## config.mk

```make
export PLATFORM = sky130hd
export DESIGN_NAME = noc_endpoint_shim
export DESIGN_NICKNAME = d
export VERILOG_FILES = /design/src/hdl/noc_shim_pkg.sv /design/src/hdl/noc_endpoint_shim.sv /design/src/hdl/flit_deserializer.sv /design/src/hdl/flit_serializer.sv /design/src/hdl/word_fifo.sv
export SDC_FILE = /design/constraint.sdc
export NUM_CORES = 1
export LEC_CHECK = 0
export BUFFER_PORTS_ARGS = -buffer_cell sky130_fd_sc_hd__buf_2
export CAP_MARGIN = 20
export CORE_MARGIN = 10
export CORE_UTILIZATION = 64
export CTS_CLUSTER_DIAMETER = 60
export DETAILED_ROUTE_END_ITERATION = 10
export GPL_TIMING_DRIVEN = 0
export PLACE_DENSITY = 0.91
export SYNTH_ARGS = -nofsm -noshare
export SYNTH_HDL_FRONTEND = slang
export SYNTH_SLANG_ARGS = --single-unit
```

## constraint.sdc

```tcl
create_clock -name clk_noc -period 9.01 [get_ports clk_noc]
set_clock_uncertainty 0.15 [all_clocks]
set_input_delay 0.901 -clock clk_noc [delete_from_list [all_inputs] [get_ports clk_noc]]
set_output_delay 0.901 -clock clk_noc [all_outputs]
set_load 0.02 [all_outputs]
```

## src/hdl/noc_shim_pkg.sv

```systemverilog
package noc_shim_pkg;

    // AXI-Stream side
    localparam int tdata_width = 64;
    localparam int tdest_width = 3;

    // NoC side
    localparam int flits_per_word = 4;
    localparam int flit_width = tdata_width / flits_per_word;

    // Receiver flit slots, also the sender's starting credits
    localparam int flit_buffer_depth = 4;
    localparam int word_buffer_depth = 4;

    localparam int credit_width = 3;
    localparam int ser_count_width = 2;

    // Element 0 of the flit view is the least significant slice
    typedef union packed {
        logic [tdata_width-1:0] word;
        logic [flits_per_word-1:0][flit_width-1:0] flits;
    } beat_u;

    typedef struct packed {
        beat_u data;
        logic [tdest_width-1:0] dest;
        logic last;
    } axis_beat_t;

    typedef struct packed {
        logic [flit_width-1:0] data;
        logic [tdest_width-1:0] dest;
        logic tail;
    } flit_t;

endpackage
```

## src/hdl/noc_endpoint_shim.sv

```systemverilog
`timescale 1ns/100ps

module noc_endpoint_shim (
    input  logic                     clk_noc,
    input  logic                     rst_n_noc_sync,
    input  logic                     tx_valid,
    output logic                     tx_ready,
    input  noc_shim_pkg::axis_beat_t tx_beat,
    output logic                     rx_valid,
    input  logic                     rx_ready,
    output noc_shim_pkg::axis_beat_t rx_beat,
    output noc_shim_pkg::flit_t      flit_out,
    output logic                     send_out,
    input  logic                     credit_in,
    input  noc_shim_pkg::flit_t      flit_in,
    input  logic                     send_in,
    output logic                     credit_out
);

    // Transmit path
    flit_serializer u_tx (
        .clk_noc        (clk_noc),
        .rst_n_noc_sync (rst_n_noc_sync),
        .tx_valid       (tx_valid),
        .tx_ready       (tx_ready),
        .tx_beat        (tx_beat),
        .flit_out       (flit_out),
        .send_out       (send_out),
        .credit_in      (credit_in)
    );

    // Receive path
    flit_deserializer u_rx (
        .clk_noc        (clk_noc),
        .rst_n_noc_sync (rst_n_noc_sync),
        .flit_in        (flit_in),
        .send_in        (send_in),
        .credit_out     (credit_out),
        .rx_valid       (rx_valid),
        .rx_ready       (rx_ready),
        .rx_beat        (rx_beat)
    );

endmodule

```

## src/hdl/flit_deserializer.sv

```systemverilog
`timescale 1ns/100ps

module flit_deserializer (
    input  logic                     clk_noc,
    input  logic                     rst_n_noc_sync,
    input  noc_shim_pkg::flit_t      flit_in,
    input  logic                     send_in,
    output logic                     credit_out,
    output logic                     rx_valid,
    input  logic                     rx_ready,
    output noc_shim_pkg::axis_beat_t rx_beat
);

    noc_shim_pkg::axis_beat_t                 asm_beat;
    logic [noc_shim_pkg::ser_count_width-1:0] ser_count;
    logic                                     word_done;
    logic [noc_shim_pkg::credit_width-1:0]    pending_credits;
    logic                                     push;
    logic                                     buf_full;
    logic                                     buf_empty;
    logic                                     last_flit;

    assign last_flit =
        (ser_count == noc_shim_pkg::ser_count_width'(noc_shim_pkg::flits_per_word - 1));
    assign push       = word_done & ~buf_full;
    assign credit_out = (pending_credits != '0);
    assign rx_valid   = ~buf_empty;

    word_fifo #(
        .width ($bits(noc_shim_pkg::axis_beat_t)),
        .depth (noc_shim_pkg::word_buffer_depth)
    ) rx_buf (
        .clk_noc        (clk_noc),
        .rst_n_noc_sync (rst_n_noc_sync),
        .wr_en          (push),
        .wr_data        (asm_beat),
        .rd_en          (rx_valid & rx_ready),
        .rd_data        (rx_beat),
        .full           (buf_full),
        .empty          (buf_empty)
    );

    // Assembly register
    always_ff @(posedge clk_noc) begin
        if (send_in) begin
            asm_beat.data.flits[ser_count] <= flit_in.data;
            if (ser_count == '0) begin
                asm_beat.dest <= flit_in.dest;
            end
            if (last_flit) begin
                asm_beat.last <= flit_in.tail;
            end
        end
    end

    always_ff @(posedge clk_noc) begin
        if (!rst_n_noc_sync) begin
            ser_count       <= '0;
            word_done       <= 1'b0;
            pending_credits <= '0;
        end else begin
            if (send_in) begin
                ser_count <= ser_count + 1'b1;
            end
            // A full word holds its slots until it moves into the buffer
            if (send_in && last_flit) begin
                word_done <= 1'b1;
            end else if (push) begin
                word_done <= 1'b0;
            end
            pending_credits <= pending_credits
                + (push ? noc_shim_pkg::credit_width'(noc_shim_pkg::flits_per_word) : '0)
                - noc_shim_pkg::credit_width'(credit_out);
        end
    end

endmodule

```

## src/hdl/flit_serializer.sv

```systemverilog
`timescale 1ns/100ps

module flit_serializer (
    input  logic                     clk_noc,
    input  logic                     rst_n_noc_sync,
    input  logic                     tx_valid,
    output logic                     tx_ready,
    input  noc_shim_pkg::axis_beat_t tx_beat,
    output noc_shim_pkg::flit_t      flit_out,
    output logic                     send_out,
    input  logic                     credit_in
);

    noc_shim_pkg::axis_beat_t                        head;
    logic                                            buf_full;
    logic                                            buf_empty;
    logic [noc_shim_pkg::credit_width-1:0]           credit_count;
    logic [noc_shim_pkg::ser_count_width-1:0]        ser_count;
    logic                                            rd_flit;
    logic                                            last_flit;

    assign tx_ready  = ~buf_full;
    assign rd_flit   = (credit_count != '0) & ~buf_empty;
    assign last_flit =
        (ser_count == noc_shim_pkg::ser_count_width'(noc_shim_pkg::flits_per_word - 1));

    word_fifo #(
        .width (   $bits(noc_shim_pkg::axis_beat_t)),
        .depth (noc_shim_pkg::word_buffer_depth)
    ) tx_buf (
        .clk_noc        (clk_noc),
        .rst_n_noc_sync (rst_n_noc_sync),
        .wr_en          (tx_valid & tx_ready),
        .wr_data        (tx_beat),
        .rd_en          (rd_flit & last_flit),
        .rd_data        (head),
        .full           (buf_full),
        .empty          (buf_empty)
    );

    // Credits come back one per pulse, one is spent per flit read
    always_ff @(posedge clk_noc) begin
        if (!rst_n_noc_sync) begin
            credit_count <= noc_shim_pkg::credit_width'(noc_shim_pkg::flit_buffer_depth);
            ser_count    <= '0;
            send_out     <= 1'b0;
        end else begin
            credit_count <= credit_count
                          + noc_shim_pkg::credit_width'(credit_in)
                          - noc_shim_pkg::credit_width'(rd_flit);
            if (rd_flit) begin
                ser_count <= ser_count + 1'b1;
            end
            send_out <= rd_flit;
        end
    end

    // Flit payload, lowest slice first
    always_ff @(posedge clk_noc) begin
        if (rd_flit) begin
            flit_out.data <= head.data.flits[ser_count];
            flit_out.dest <= head.dest;
            flit_out.tail <= head.last & last_flit;
        end
    end

endmodule

```

## src/hdl/word_fifo.sv

```systemverilog
`timescale 1ns/100ps

module word_fifo #(
    parameter int width = 68,
    parameter int depth = 4
) (
    input  logic             clk_noc,
    input  logic             rst_n_noc_sync,
    input  logic             wr_en,
    input  logic [width-1:0] wr_data,
    input  logic             rd_en,
    output logic [width-1:0] rd_data,
    output logic             full,
    output logic             empty
);

    localparam int ptr_width = (depth > 1) ? $clog2(depth) : 1;
    localparam int count_width = $clog2(depth + 1);

    logic [width-1:0]       mem [depth];
    logic [ptr_width-1:0]   wr_ptr;
    logic [ptr_width-1:0]   rd_ptr;
    logic [count_width-1:0] count;
    logic                   do_wr;
    logic                   do_rd;

    assign full  = (count == count_width'(depth));
    assign empty = (count == '0);
    assign do_wr = wr_en & ~full;
    assign do_rd = rd_en & ~empty;

    // Show-ahead: head entry is always on the output
    assign rd_data = mem[rd_ptr];

    always_ff @(posedge clk_noc) begin
        if (do_wr) begin
            mem[wr_ptr] <= wr_data;
        end
    end

    always_ff @(posedge clk_noc) begin
        if (!rst_n_noc_sync) begin
            wr_ptr <= '0;
            rd_ptr <= '0;
            count  <= '0;
        end else begin
            if (do_wr) begin
                wr_ptr <= (wr_ptr == ptr_width'(depth - 1)) ? '0 : wr_ptr + 1'b1;
            end
            if (do_rd) begin
                rd_ptr <= (rd_ptr == ptr_width'(depth - 1)) ? '0 : rd_ptr + 1'b1;
            end
            count <= count + count_width'(do_wr) - count_width'(do_rd);
        end
    end

endmodule

```

==> flow_metrics.env, run 1 <==
export IMPL_outcome="finished, final reports clean"
export IMPL_grt_max_degree=59
export IMPL_final_max_slew_violation_count=0
export IMPL_fin_setup_tns_ps=0
export IMPL_synth_top_family_by_area="multiplexers"
export IMPL_overflow=0
export IMPL_synth_area_per_cell_sq_um=23.5
export IMPL_grt_first_pass_wirelength_um=87700
export IMPL_multi_input_area_sq_um=4340
export IMPL_grt_usage_pct=26.1
export IMPL_drtAntennaViolNets=0
export IMPL_crit_slowest_cell="buf_1"
export IMPL_p_leak_nw=9.23
export IMPL_grt_pass1_vias=12600
export IMPL_first_iter_violations=1339
export IMPL_yosys_area_share_simple_pct=1.65
export IMPL_crit_path_start_kind="flip-flop"
export IMPL_regArea_sq_um=19600
export IMPL_ctsLongestPathBuffers=3
export IMPL_port_buffers=184
export IMPL_final_common_cell="edfxtp_1"
export IMPL_power_density_nw_per_um2=270
export IMPL_dr_pass1_iters=6
export IMPL_synthAdderAreaFrac_pct=1.39
export IMPL_synth_seq_cells=662
export IMPL_synth_nets=1149
export IMPL_worstMarginPinSlew_ps=1080
export IMPL_drc=0
export IMPL_synth_area_leaders="edfxtp_1, mux4_2, dfxtp_1"
export IMPL_cts_root_buf="clkbuf_16"
export IMPL_path_class="flip-flop to output pin"
export IMPL_clkTransAtPathRegs_ps=60
export IMPL_hold_buffers=0
export IMPL_layout_min_cycle_time_ps=3760
export IMPL_vias=11900
export IMPL_seq_area_frac_synth_pct=80.9
export IMPL_synth_area_leader_cell="edfxtp_1"
export IMPL_hpwlAfterDp_um=34400
export IMPL_cts_buffers=60
export IMPL_cts_max_level=2
export IMPL_cts_tree="done"
export IMPL_netlist_area_leader_share_pct=78.4
export IMPL_crit_fanout=10
export IMPL_drv_cap=0
export IMPL_end_kind="output pin"
export IMPL_ys_flop_type="edfxtp_1"
export IMPL_syn_area_sq_um=24200
export IMPL_cts_setup_buffers=0
export IMPL_max_freq_mhz=266
export IMPL_layout_common_cells="edfxtp_1, buf_2, mux4_2, clkbuf_16, dfxtp_1"
export IMPL_max_stage_delay_ps=650
export IMPL_arrival_ps=2710
export IMPL_yosysUniqueCellTypes=36
export IMPL_synth_compound_area_share_pct=1.61
export IMPL_cts_resized=0
export IMPL_start_util_pct=64.6
export IMPL_io_pins=186
export IMPL_fin_crit_sh_pct=41.7
export IMPL_ir_drop_mv=0.220
export IMPL_fin_nets=1406
export IMPL_dieArea_sq_um=46000
export IMPL_async_reset_ff_share_pct=0
export IMPL_place_gp_congestion=0.735
export IMPL_final_core_util_pct=74.9
export IMPL_layout_drive_gt1_share_pct=34.1
export IMPL_fp_coreArea_sq_um=37500
export IMPL_fp_dieW_um=214
export IMPL_synth_xor_area_share_pct=0.346
export IMPL_finalWirelength_um=59800
export IMPL_fill_cells=1920
export IMPL_ys_warn_count=0
export IMPL_crit_chain="buf_2 > buf_2 > buf_1 > mux4_2 > buf_2"
export IMPL_vias_per_cell=6.43
export IMPL_cts_sinks=662
export IMPL_power_w=0.00757
export IMPL_relSlewSlack_pct=28.1
export IMPL_fp_row_count=71
export IMPL_clock_latency_ps=620
export IMPL_holdCritPathClass="input port to flip-flop"
export IMPL_crit_top_cell="buf_2"
export IMPL_finalHoldViolations=0
export IMPL_critPathBufInv=4
export IMPL_fp_dieH_um=214
export IMPL_wl_per_cell_um=32.2
export IMPL_antenna_found_initial=7
export IMPL_synth_edff_count=632
export IMPL_syn_to_final_growth_pct=16.0
export IMPL_crit_family="buffers and inverters"
export IMPL_rsz0062_at_grt="false"
export IMPL_setup_viol=0
export IMPL_cp_required_ps=7960
export IMPL_synthMuxAreaShare_pct=12.7
export IMPL_syn_inst=1030
==> through the flow <==
stage,area [sq um],cells,hold slack [ps],setup WS [ps]
5_1_grt,28100,1851,306,5200
2_1_floorplan,24200,1030,309,5880
6_report,28100,1856,326,5250
4_1_cts,28000,1848,299,5210
3_3_place_gp,25800,1725,312,4610
3_5_place_dp,26100,1735,331,5870
==> synthesized netlist by cell type (2+ instances only) <==
library cell and n:
edfxtp_1 632, mux4_2 136, dfxtp_1 30, a22oi_1 27
ha_1 22, inv_1 21, nand2_1 21, clkbuf_1 19
buf_2 15, and2_1 14, a21oi_1 12, nor2_1 11
and3_1 9, nor3_1 6, or3_1 6, xnor2_1 6
a22oi_2 5, nand3_1 4, o21ai_0 4, buf_12 3
buf_4 3, fa_1 3, o31ai_1 3, a21o_1 2
buf_1 2, mux2i_1 2, nand4_1 2, nor2b_1 2
==> cell type report <==
cell class	instances	area share, %
Clock inverter	41	1.30
Clock buffer	72	5.66
Multi-Input combinational cell	303	15.4
Buffer	43	0.883
Sequential cell	662	69.8
Inverter	22	0.294
Tap cell	511	2.28
Antenna cell	7	0.0624
Timing Repair Buffer	195	4.32
==> sequential cells by signal (all words and copies together) (netlist names), 3 cells and up, named ones only <==
signal	cells
u_rx.rx_buf.mem	272
u_tx.tx_buf.mem	272
u_rx.asm_beat	68
u_tx.tx_buf.count	3
u_rx.rx_buf.count	3
u_rx.pending_credits	3
u_tx.credit_count	3
u_tx.flit_out	20
==> worst paths after layout <==
check | from | end | slack [ps] | cells after the start
hold / removal | flit_in[3] | u_rx.asm_beat[3]$_DFFE_PP_ | 330 | 1
setup / recovery | flip-flop | rx_beat[56] | 5250 | 5
hold reg to reg | u_rx.asm_beat[57]$_DFFE_PP_ | u_rx.rx_buf.mem[2][57]$_DFFE_PP_ | 350 | 0
setup reg to reg | u_tx.tx_buf.count[0]$_SDFF_PN0_ | u_tx.credit_count[2]$_SDFF_PN1_ | 5860 | 9
==> worst register-to-register path: stages, from the launching register on <==
cell     delay (ps)
dfxtp_1         330
nor3_1          710
nor2_2          390
ha_1            400
inv_1            40
ha_1            190
fa_1            420
xnor2_1         190
xnor2_1         140
nand2_1          60
==> power by group <==
part	switching (W)	leakage [nW]	internal (W)
registers	0.000111	6.00	0.00364
logic	0.000807	2.29	0.000491
clock network	0.00110	0.947	0.00143
==> cell families (layout without fill, tap and decap cells) <==
group,count (synthesis),after routing
flops,662,662
other cells,0,7
compound gates,54,54
fa+ha+maj,25,25
xor+xnor,8,8
mux,138,138
buf+inv,65,373
simple gates,78,78
==> routing by layer <==
| layer | vias up | wire, um | global-route usage, % |
|---|---|---|---|
| met3 | 140 | 4670 | 5.33 |
| met4 | 6 | 2240 | 9.81 |
| li1 | 4824 | - | - |
| met2 | 753 | 32600 | 47.1 |
| met1 | 6216 | 20200 | 30.3 |
| met5 | - | 35 | 0 |
Power figures use the tool's default switching activity.
==> run 2: changes to the inputs <==
--- a/config.mk
+++ b/config.mk
@@ -8,11 +8,11 @@
 export BUFFER_PORTS_ARGS = -buffer_cell sky130_fd_sc_hd__buf_2
 export CAP_MARGIN = 20
 export CORE_MARGIN = 10
-export CORE_UTILIZATION = 64
+export CORE_UTILIZATION = 59
 export CTS_CLUSTER_DIAMETER = 60
 export DETAILED_ROUTE_END_ITERATION = 10
 export GPL_TIMING_DRIVEN = 0
-export PLACE_DENSITY = 0.91
+export PLACE_DENSITY = 0.86
 export SYNTH_ARGS = -nofsm -noshare
 export SYNTH_HDL_FRONTEND = slang
 export SYNTH_SLANG_ARGS = --single-unit
==> constraint.sdc (replaced) <==
create_clock -name clk_noc -period 3.66 [get_ports clk_noc]
set_clock_uncertainty 0.15 [all_clocks]
set_input_delay 0.366 -clock clk_noc [delete_from_list [all_inputs] [get_ports clk_noc]]
set_output_delay 0.366 -clock clk_noc [all_outputs]
set_load 0.02 [all_outputs]
==> flow_metrics.env, run 2 (synthesized netlist as in run 1, its figures left out) <==
export IMPL_outcome="finished, final reports clean"
export IMPL_dieArea_sq_um=49500
export IMPL_max_stage_delay_ps=610
export IMPL_crit_family="buffers and inverters"
export IMPL_start_util_pct=59.4
export IMPL_crit_slowest_cell="buf_1"
export IMPL_cts_tree="done"
export IMPL_crit_fanout=10
export IMPL_clkTransAtPathRegs_ps=60
export IMPL_io_pins=186
export IMPL_ir_drop_mv=0.499
export IMPL_cp_required_ps=3140
export IMPL_overflow=0
export IMPL_power_frac_seq_pct=49.8
export IMPL_grt_pass1_vias=12700
export IMPL_layout_common_cells="edfxtp_1, buf_2, mux4_2, dlygate4sd3_1, clkbuf_16"
export IMPL_fin_nets=1498
export IMPL_cts_sinks=662
export IMPL_syn_to_final_growth_pct=19.8
export IMPL_grt_first_pass_wirelength_um=82800
export IMPL_fp_dieH_um=223
export IMPL_p_leak_nw=9.58
export IMPL_relSlewSlack_pct=26.1
export IMPL_final_max_slew_violation_count=0
export IMPL_grt_usage_pct=22.3
export IMPL_port_buffers=184
export IMPL_layout_drive_gt1_share_pct=32.0
export IMPL_fin_setup_tns_ps=0
export IMPL_path_class="flip-flop to output pin"
export IMPL_drv_cap=0
export IMPL_switching_share_pct=26.6
export IMPL_setup_viol=0
export IMPL_crit_chain="buf_2 > buf_2 > buf_1 > mux4_2 > buf_2"
export IMPL_layout_min_cycle_time_ps=3160
export IMPL_combPwrFrac_pct=17.4
export IMPL_clock_latency_ps=620
export IMPL_placed_area_sq_um=26100
export IMPL_power_switching_w=0.00492
export IMPL_critPathBufInv=4
export IMPL_cts_buffers=59
export IMPL_drc=0
export IMPL_antenna_found_initial=4
export IMPL_finalHoldViolations=0
export IMPL_finalWirelength_um=55000
export IMPL_power_density_nw_per_um2=637
export IMPL_worstMarginPinSlew_ps=1110
export IMPL_rsz0062_at_grt="false"
export IMPL_grt_max_degree=54
export IMPL_max_freq_mhz=316
export IMPL_fp_coreArea_sq_um=40700
export IMPL_drtAntennaViolNets=0
export IMPL_ctsLongestPathBuffers=3
export IMPL_largestRegisters="u_rx.rx_buf.mem x272, u_tx.tx_buf.mem x272, u_rx.asm_beat x68"
export IMPL_crit_path_start_kind="flip-flop"
export IMPL_fp_row_count=74
export IMPL_arrival_ps=2650
export IMPL_vias=11900
export IMPL_power_w=0.0185
export IMPL_cts_root_buf="clkbuf_16"
export IMPL_fin_area_sq_um=29000
export IMPL_first_iter_violations=1327
export IMPL_final_common_cell="edfxtp_1"
export IMPL_cts_max_level=2
export IMPL_intPower_w=0.0136
export IMPL_cts_setup_buffers=0
export IMPL_wl_per_cell_um=28.0
export IMPL_hpwlAfterDp_um=31100
export IMPL_place_gp_congestion=0.756
export IMPL_p_clk_share_pct=32.8
export IMPL_holdCritPathClass="input port to flip-flop"
export IMPL_fp_dieW_um=223
export IMPL_end_kind="output pin"
export IMPL_dr_pass1_iters=5
export IMPL_vias_per_cell=6.07
export IMPL_crit_top_cell="buf_2"
export IMPL_fin_crit_sh_pct=86.4
[run 2: final timing paths]
path                                                 startpoint                                 end  slack, ps  cells after the start
worst max-delay path                                  flip-flop                         rx_beat[57]        500                      5
worst min-delay path                                   rx_ready  u_rx.rx_buf.rd_ptr[0]$_SDFFE_PN0P_         60                      4
worst max register to register  u_tx.credit_count[1]$_SDFF_PN0_     u_tx.credit_count[2]$_SDFF_PN1_        560                      9
worst min register to register      u_rx.asm_beat[26]$_DFFE_PP_    u_rx.rx_buf.mem[3][26]$_DFFE_PP_        350                      0
[run 2: metal layers]
metal / share of wire [%] / GRT usage (%)
met3: 7.7 / 4.40
met4: 3.2 / 7.96
met2: 53 / 38.6
met1: 36 / 27.5
met5: 0 / 0
[run 2: power groups by stage]
stage / Sequential, W / Clock [W] / Combinational (W)
after floorplan: 0.00942 / 0 / 0.00182
after global placement: 0.00931 / 0 / 0.00294
after detailed placement: 0.00931 / 0 / 0.00309
after CTS: 0.00918 / 0.00608 / 0.00324
after global routing: 0.00924 / 0.00639 / 0.00347
final: 0.00920 / 0.00606 / 0.00322
[run 2: cell type report]
| cell class | count | area, sq um |
|---|---|---|
| diodes | 6 | 15.0 |
| plain buffers | 43 | 248 |
| clock buffers | 77 | 1620 |
| clock inverters | 35 | 290 |
| fillers | 2282 | 11700 |
| inverters | 22 | 82.6 |
| multi-input cells | 303 | 4340 |
| flip-flops and latches | 662 | 19600 |
| well taps | 532 | 666 |
| repair buffers | 288 | 2160 |
[run 2: per-stage QoR]
stage          hold slack (ps)  std cells  setup WS, ps  util, %
6_report                  58.9       1968           496     71.2
5_1_grt                    101       1966           294     71.1
4_1_cts                   45.7       1961           442     71.1
3_5_place_dp               329       1757           606     64.1
3_3_place_gp               315       1746          -535     63.3
2_1_floorplan              309       1030           695        -
[run 2: worst min-delay path: stages]
cell,delay (ps)
buf_2,80
o31ai_1,140
nand2_1,100
a21oi_1,80
[run 2: repair_timing]
item | 4_1_cts | 5_1_grt
hold endpoints to repair | 346 | 0
hold buffers | 92 | 0
resized for setup | 0 | 0
==> run 3: changes to the inputs <==
--- a/config.mk
+++ b/config.mk
@@ -8,11 +8,11 @@
 export BUFFER_PORTS_ARGS = -buffer_cell sky130_fd_sc_hd__buf_2
 export CAP_MARGIN = 20
 export CORE_MARGIN = 10
-export CORE_UTILIZATION = 59
+export CORE_UTILIZATION = 64
 export CTS_CLUSTER_DIAMETER = 60
 export DETAILED_ROUTE_END_ITERATION = 10
 export GPL_TIMING_DRIVEN = 0
-export PLACE_DENSITY = 0.86
+export PLACE_DENSITY = 0.91
 export SYNTH_ARGS = -nofsm -noshare
 export SYNTH_HDL_FRONTEND = slang
 export SYNTH_SLANG_ARGS = --single-unit
==> constraint.sdc (replaced) <==
create_clock -name clk_noc -period 3.95 [get_ports clk_noc]
set_clock_uncertainty 0.15 [all_clocks]
set_input_delay 0.395 -clock clk_noc [delete_from_list [all_inputs] [get_ports clk_noc]]
set_output_delay 0.395 -clock clk_noc [all_outputs]
set_load 0.02 [all_outputs]
==> flow_metrics.env, run 3 (synthesized netlist as in run 1, its figures left out) <==
export IMPL_path_class="flip-flop to output pin"
export IMPL_crit_top_cell="buf_2"
export IMPL_io_pins=186
export IMPL_drv_cap=0
export IMPL_power_frac_seq_pct=49.0
export IMPL_grt_usage_pct=27.5
export IMPL_port_buffers=184
export IMPL_cts_max_level=2
export IMPL_outcome="finished, final reports clean"
export IMPL_vias_per_cell=6.49
export IMPL_relSlewSlack_pct=23.6
export IMPL_cts_root_buf="clkbuf_16"
export IMPL_dr_pass1_iters=5
export IMPL_cts_buffers=60
export IMPL_intPower_w=0.0127
export IMPL_fin_crit_sh_pct=82.9
export IMPL_switching_share_pct=27.2
export IMPL_holdWs_ps=102
export IMPL_rsz0062_at_grt="false"
export IMPL_largestRegisters="u_rx.rx_buf.mem x272, u_tx.tx_buf.mem x272, u_rx.asm_beat x68"
export IMPL_start_util_pct=64.6
export IMPL_p_leak_nw=9.61
export IMPL_fp_coreArea_sq_um=37500
export IMPL_worstMarginPinSlew_ps=1150
export IMPL_fin_nets=1497
export IMPL_dieArea_sq_um=46000
export IMPL_grt_pass1_vias=13100
export IMPL_crit_family="buffers and inverters"
export IMPL_power_switching_w=0.00477
export IMPL_crit_chain="buf_2 > buf_2 > buf_1 > mux4_2 > buf_2"
export IMPL_grt_max_degree=59
export IMPL_combPwrFrac_pct=17.7
export IMPL_ctsLongestPathBuffers=3
export IMPL_fp_dieW_um=214
export IMPL_layout_drive_gt1_share_pct=31.8
export IMPL_crit_path_start_kind="flip-flop"
export IMPL_hpwlAfterDp_um=34400
export IMPL_antenna_found_initial=5
export IMPL_crit_slowest_cell="buf_1"
export IMPL_finalWirelength_um=63500
export IMPL_cts_resized=0
export IMPL_cts_sinks=662
export IMPL_wl_per_cell_um=32.6
export IMPL_layout_common_cells="edfxtp_1, buf_2, mux4_2, dlygate4sd3_1, clkbuf_16"
export IMPL_fp_row_count=71
export IMPL_vias=12600
export IMPL_end_kind="output pin"
export IMPL_drtAntennaViolNets=0
export IMPL_crit_fanout=10
export IMPL_cp_required_ps=3400
export IMPL_power_w=0.0175
export IMPL_clkTransAtPathRegs_ps=60
export IMPL_ir_drop_mv=0.508
export IMPL_fp_dieH_um=214
export IMPL_final_max_slew_violation_count=0
export IMPL_layout_min_cycle_time_ps=3270
export IMPL_max_stage_delay_ps=660
export IMPL_holdCritPathClass="input port to flip-flop"
export IMPL_setup_viol=0
export IMPL_syn_to_final_growth_pct=19.7
export IMPL_clock_latency_ps=640
export IMPL_final_common_cell="edfxtp_1"
export IMPL_finalHoldViolations=0
export IMPL_overflow=0
export IMPL_cts_tree="done"
export IMPL_p_clk_share_pct=33.4
export IMPL_critPathBufInv=4
export IMPL_arrival_ps=2730
export IMPL_place_gp_congestion=0.735
export IMPL_grt_first_pass_wirelength_um=92800
export IMPL_power_density_nw_per_um2=604
export IMPL_drc=0
export IMPL_max_freq_mhz=306
export IMPL_first_iter_violations=1385
==> run 3: changes by cell type in the layout (fill, tap and decap cells not counted), moves of 3 or more <==
cell and change:
clkinv_2 +9, clkbuf_8 -5, bufinv_16 +3, clkinvlp_4 -5, clkinv_1 +3
==> run 3: power groups by stage <==
stage	Sequential (W)	Combinational, W	Clock (W)
4_1_cts	0.00854	0.00308	0.00583
2_1_floorplan	0.00873	0.00169	0
6_report	0.00857	0.00309	0.00584
5_1_grt	0.00860	0.00326	0.00612
3_5_place_dp	0.00865	0.00290	0
3_3_place_gp	0.00862	0.00270	0
==> run 3: worst register-to-register path: cells and delay by family, from the launching register on <==
family / cells / cell delay [ps]
xor gates and xnor gates: 2 / 330
DFF: 1 / 340
buffers and inverters: 1 / 40
and+or+nand+nor: 3 / 1170
adders and majority gates: 3 / 1010
==> run 3: cell type report <==
cell class                 count  area, sq um
clock buffer                  72         1590
tap                          511          639
fill                        1848         8530
multi-input combinational    303         4340
sequential                   662        19600
inverter                      22         82.6
timing repair buffer         286         2100
clock inverter                41          364
buffer                        43          248
antenna                        7         17.5
==> run 3: path summary, 6_finish.rpt <==
check / end / slack [ps] / from / depth (start not counted)
hold / removal: flip-flop / 100 / rx_ready / 4
hold reg to reg: u_rx.rx_buf.mem[3][38]$_DFFE_PP_ / 350 / u_rx.asm_beat[38]$_DFFE_PP_ / 0
setup / recovery: rx_beat[56] / 680 / flip-flop / 5
setup reg to reg: u_tx.credit_count[2]$_SDFF_PN1_ / 790 / u_tx.tx_buf.count[1]$_SDFF_PN0_ / 9
==> run 3: what timing repair did <==
item / in CTS / in global routing
endpoints found under the hold margin: 345 / 0
hold buffers: 92 / 0
setup buffers: 0 / 0
==> run 3: layer usage <==
layer	vias to the layer above	share of wire, %	wire length, um	track usage [%]
met2	950	54	34200	48.9
met1	6514	33	20900	32.1
met3	158	8.2	5200	5.09
li1	5006	-	-	-
met5	-	0	0	0
met4	0	5.1	3210	12.5
==> run 3: metrics by stage <==
stage | TNS, ps | instance area [sq um] | setup slack (ps) | cells | utilization, %
finish | 0 | 29000 | 677 | 1947 | 77.2
global route | 0 | 29000 | 534 | 1945 | 77.2
CTS | 0 | 28900 | 660 | 1940 | 77.2
detailed placement | 0 | 26100 | 840 | 1735 | 69.5
global placement | -66830 | 25800 | -228 | 1725 | 68.7
floorplan | 0 | 24200 | 985 | 1030 | -
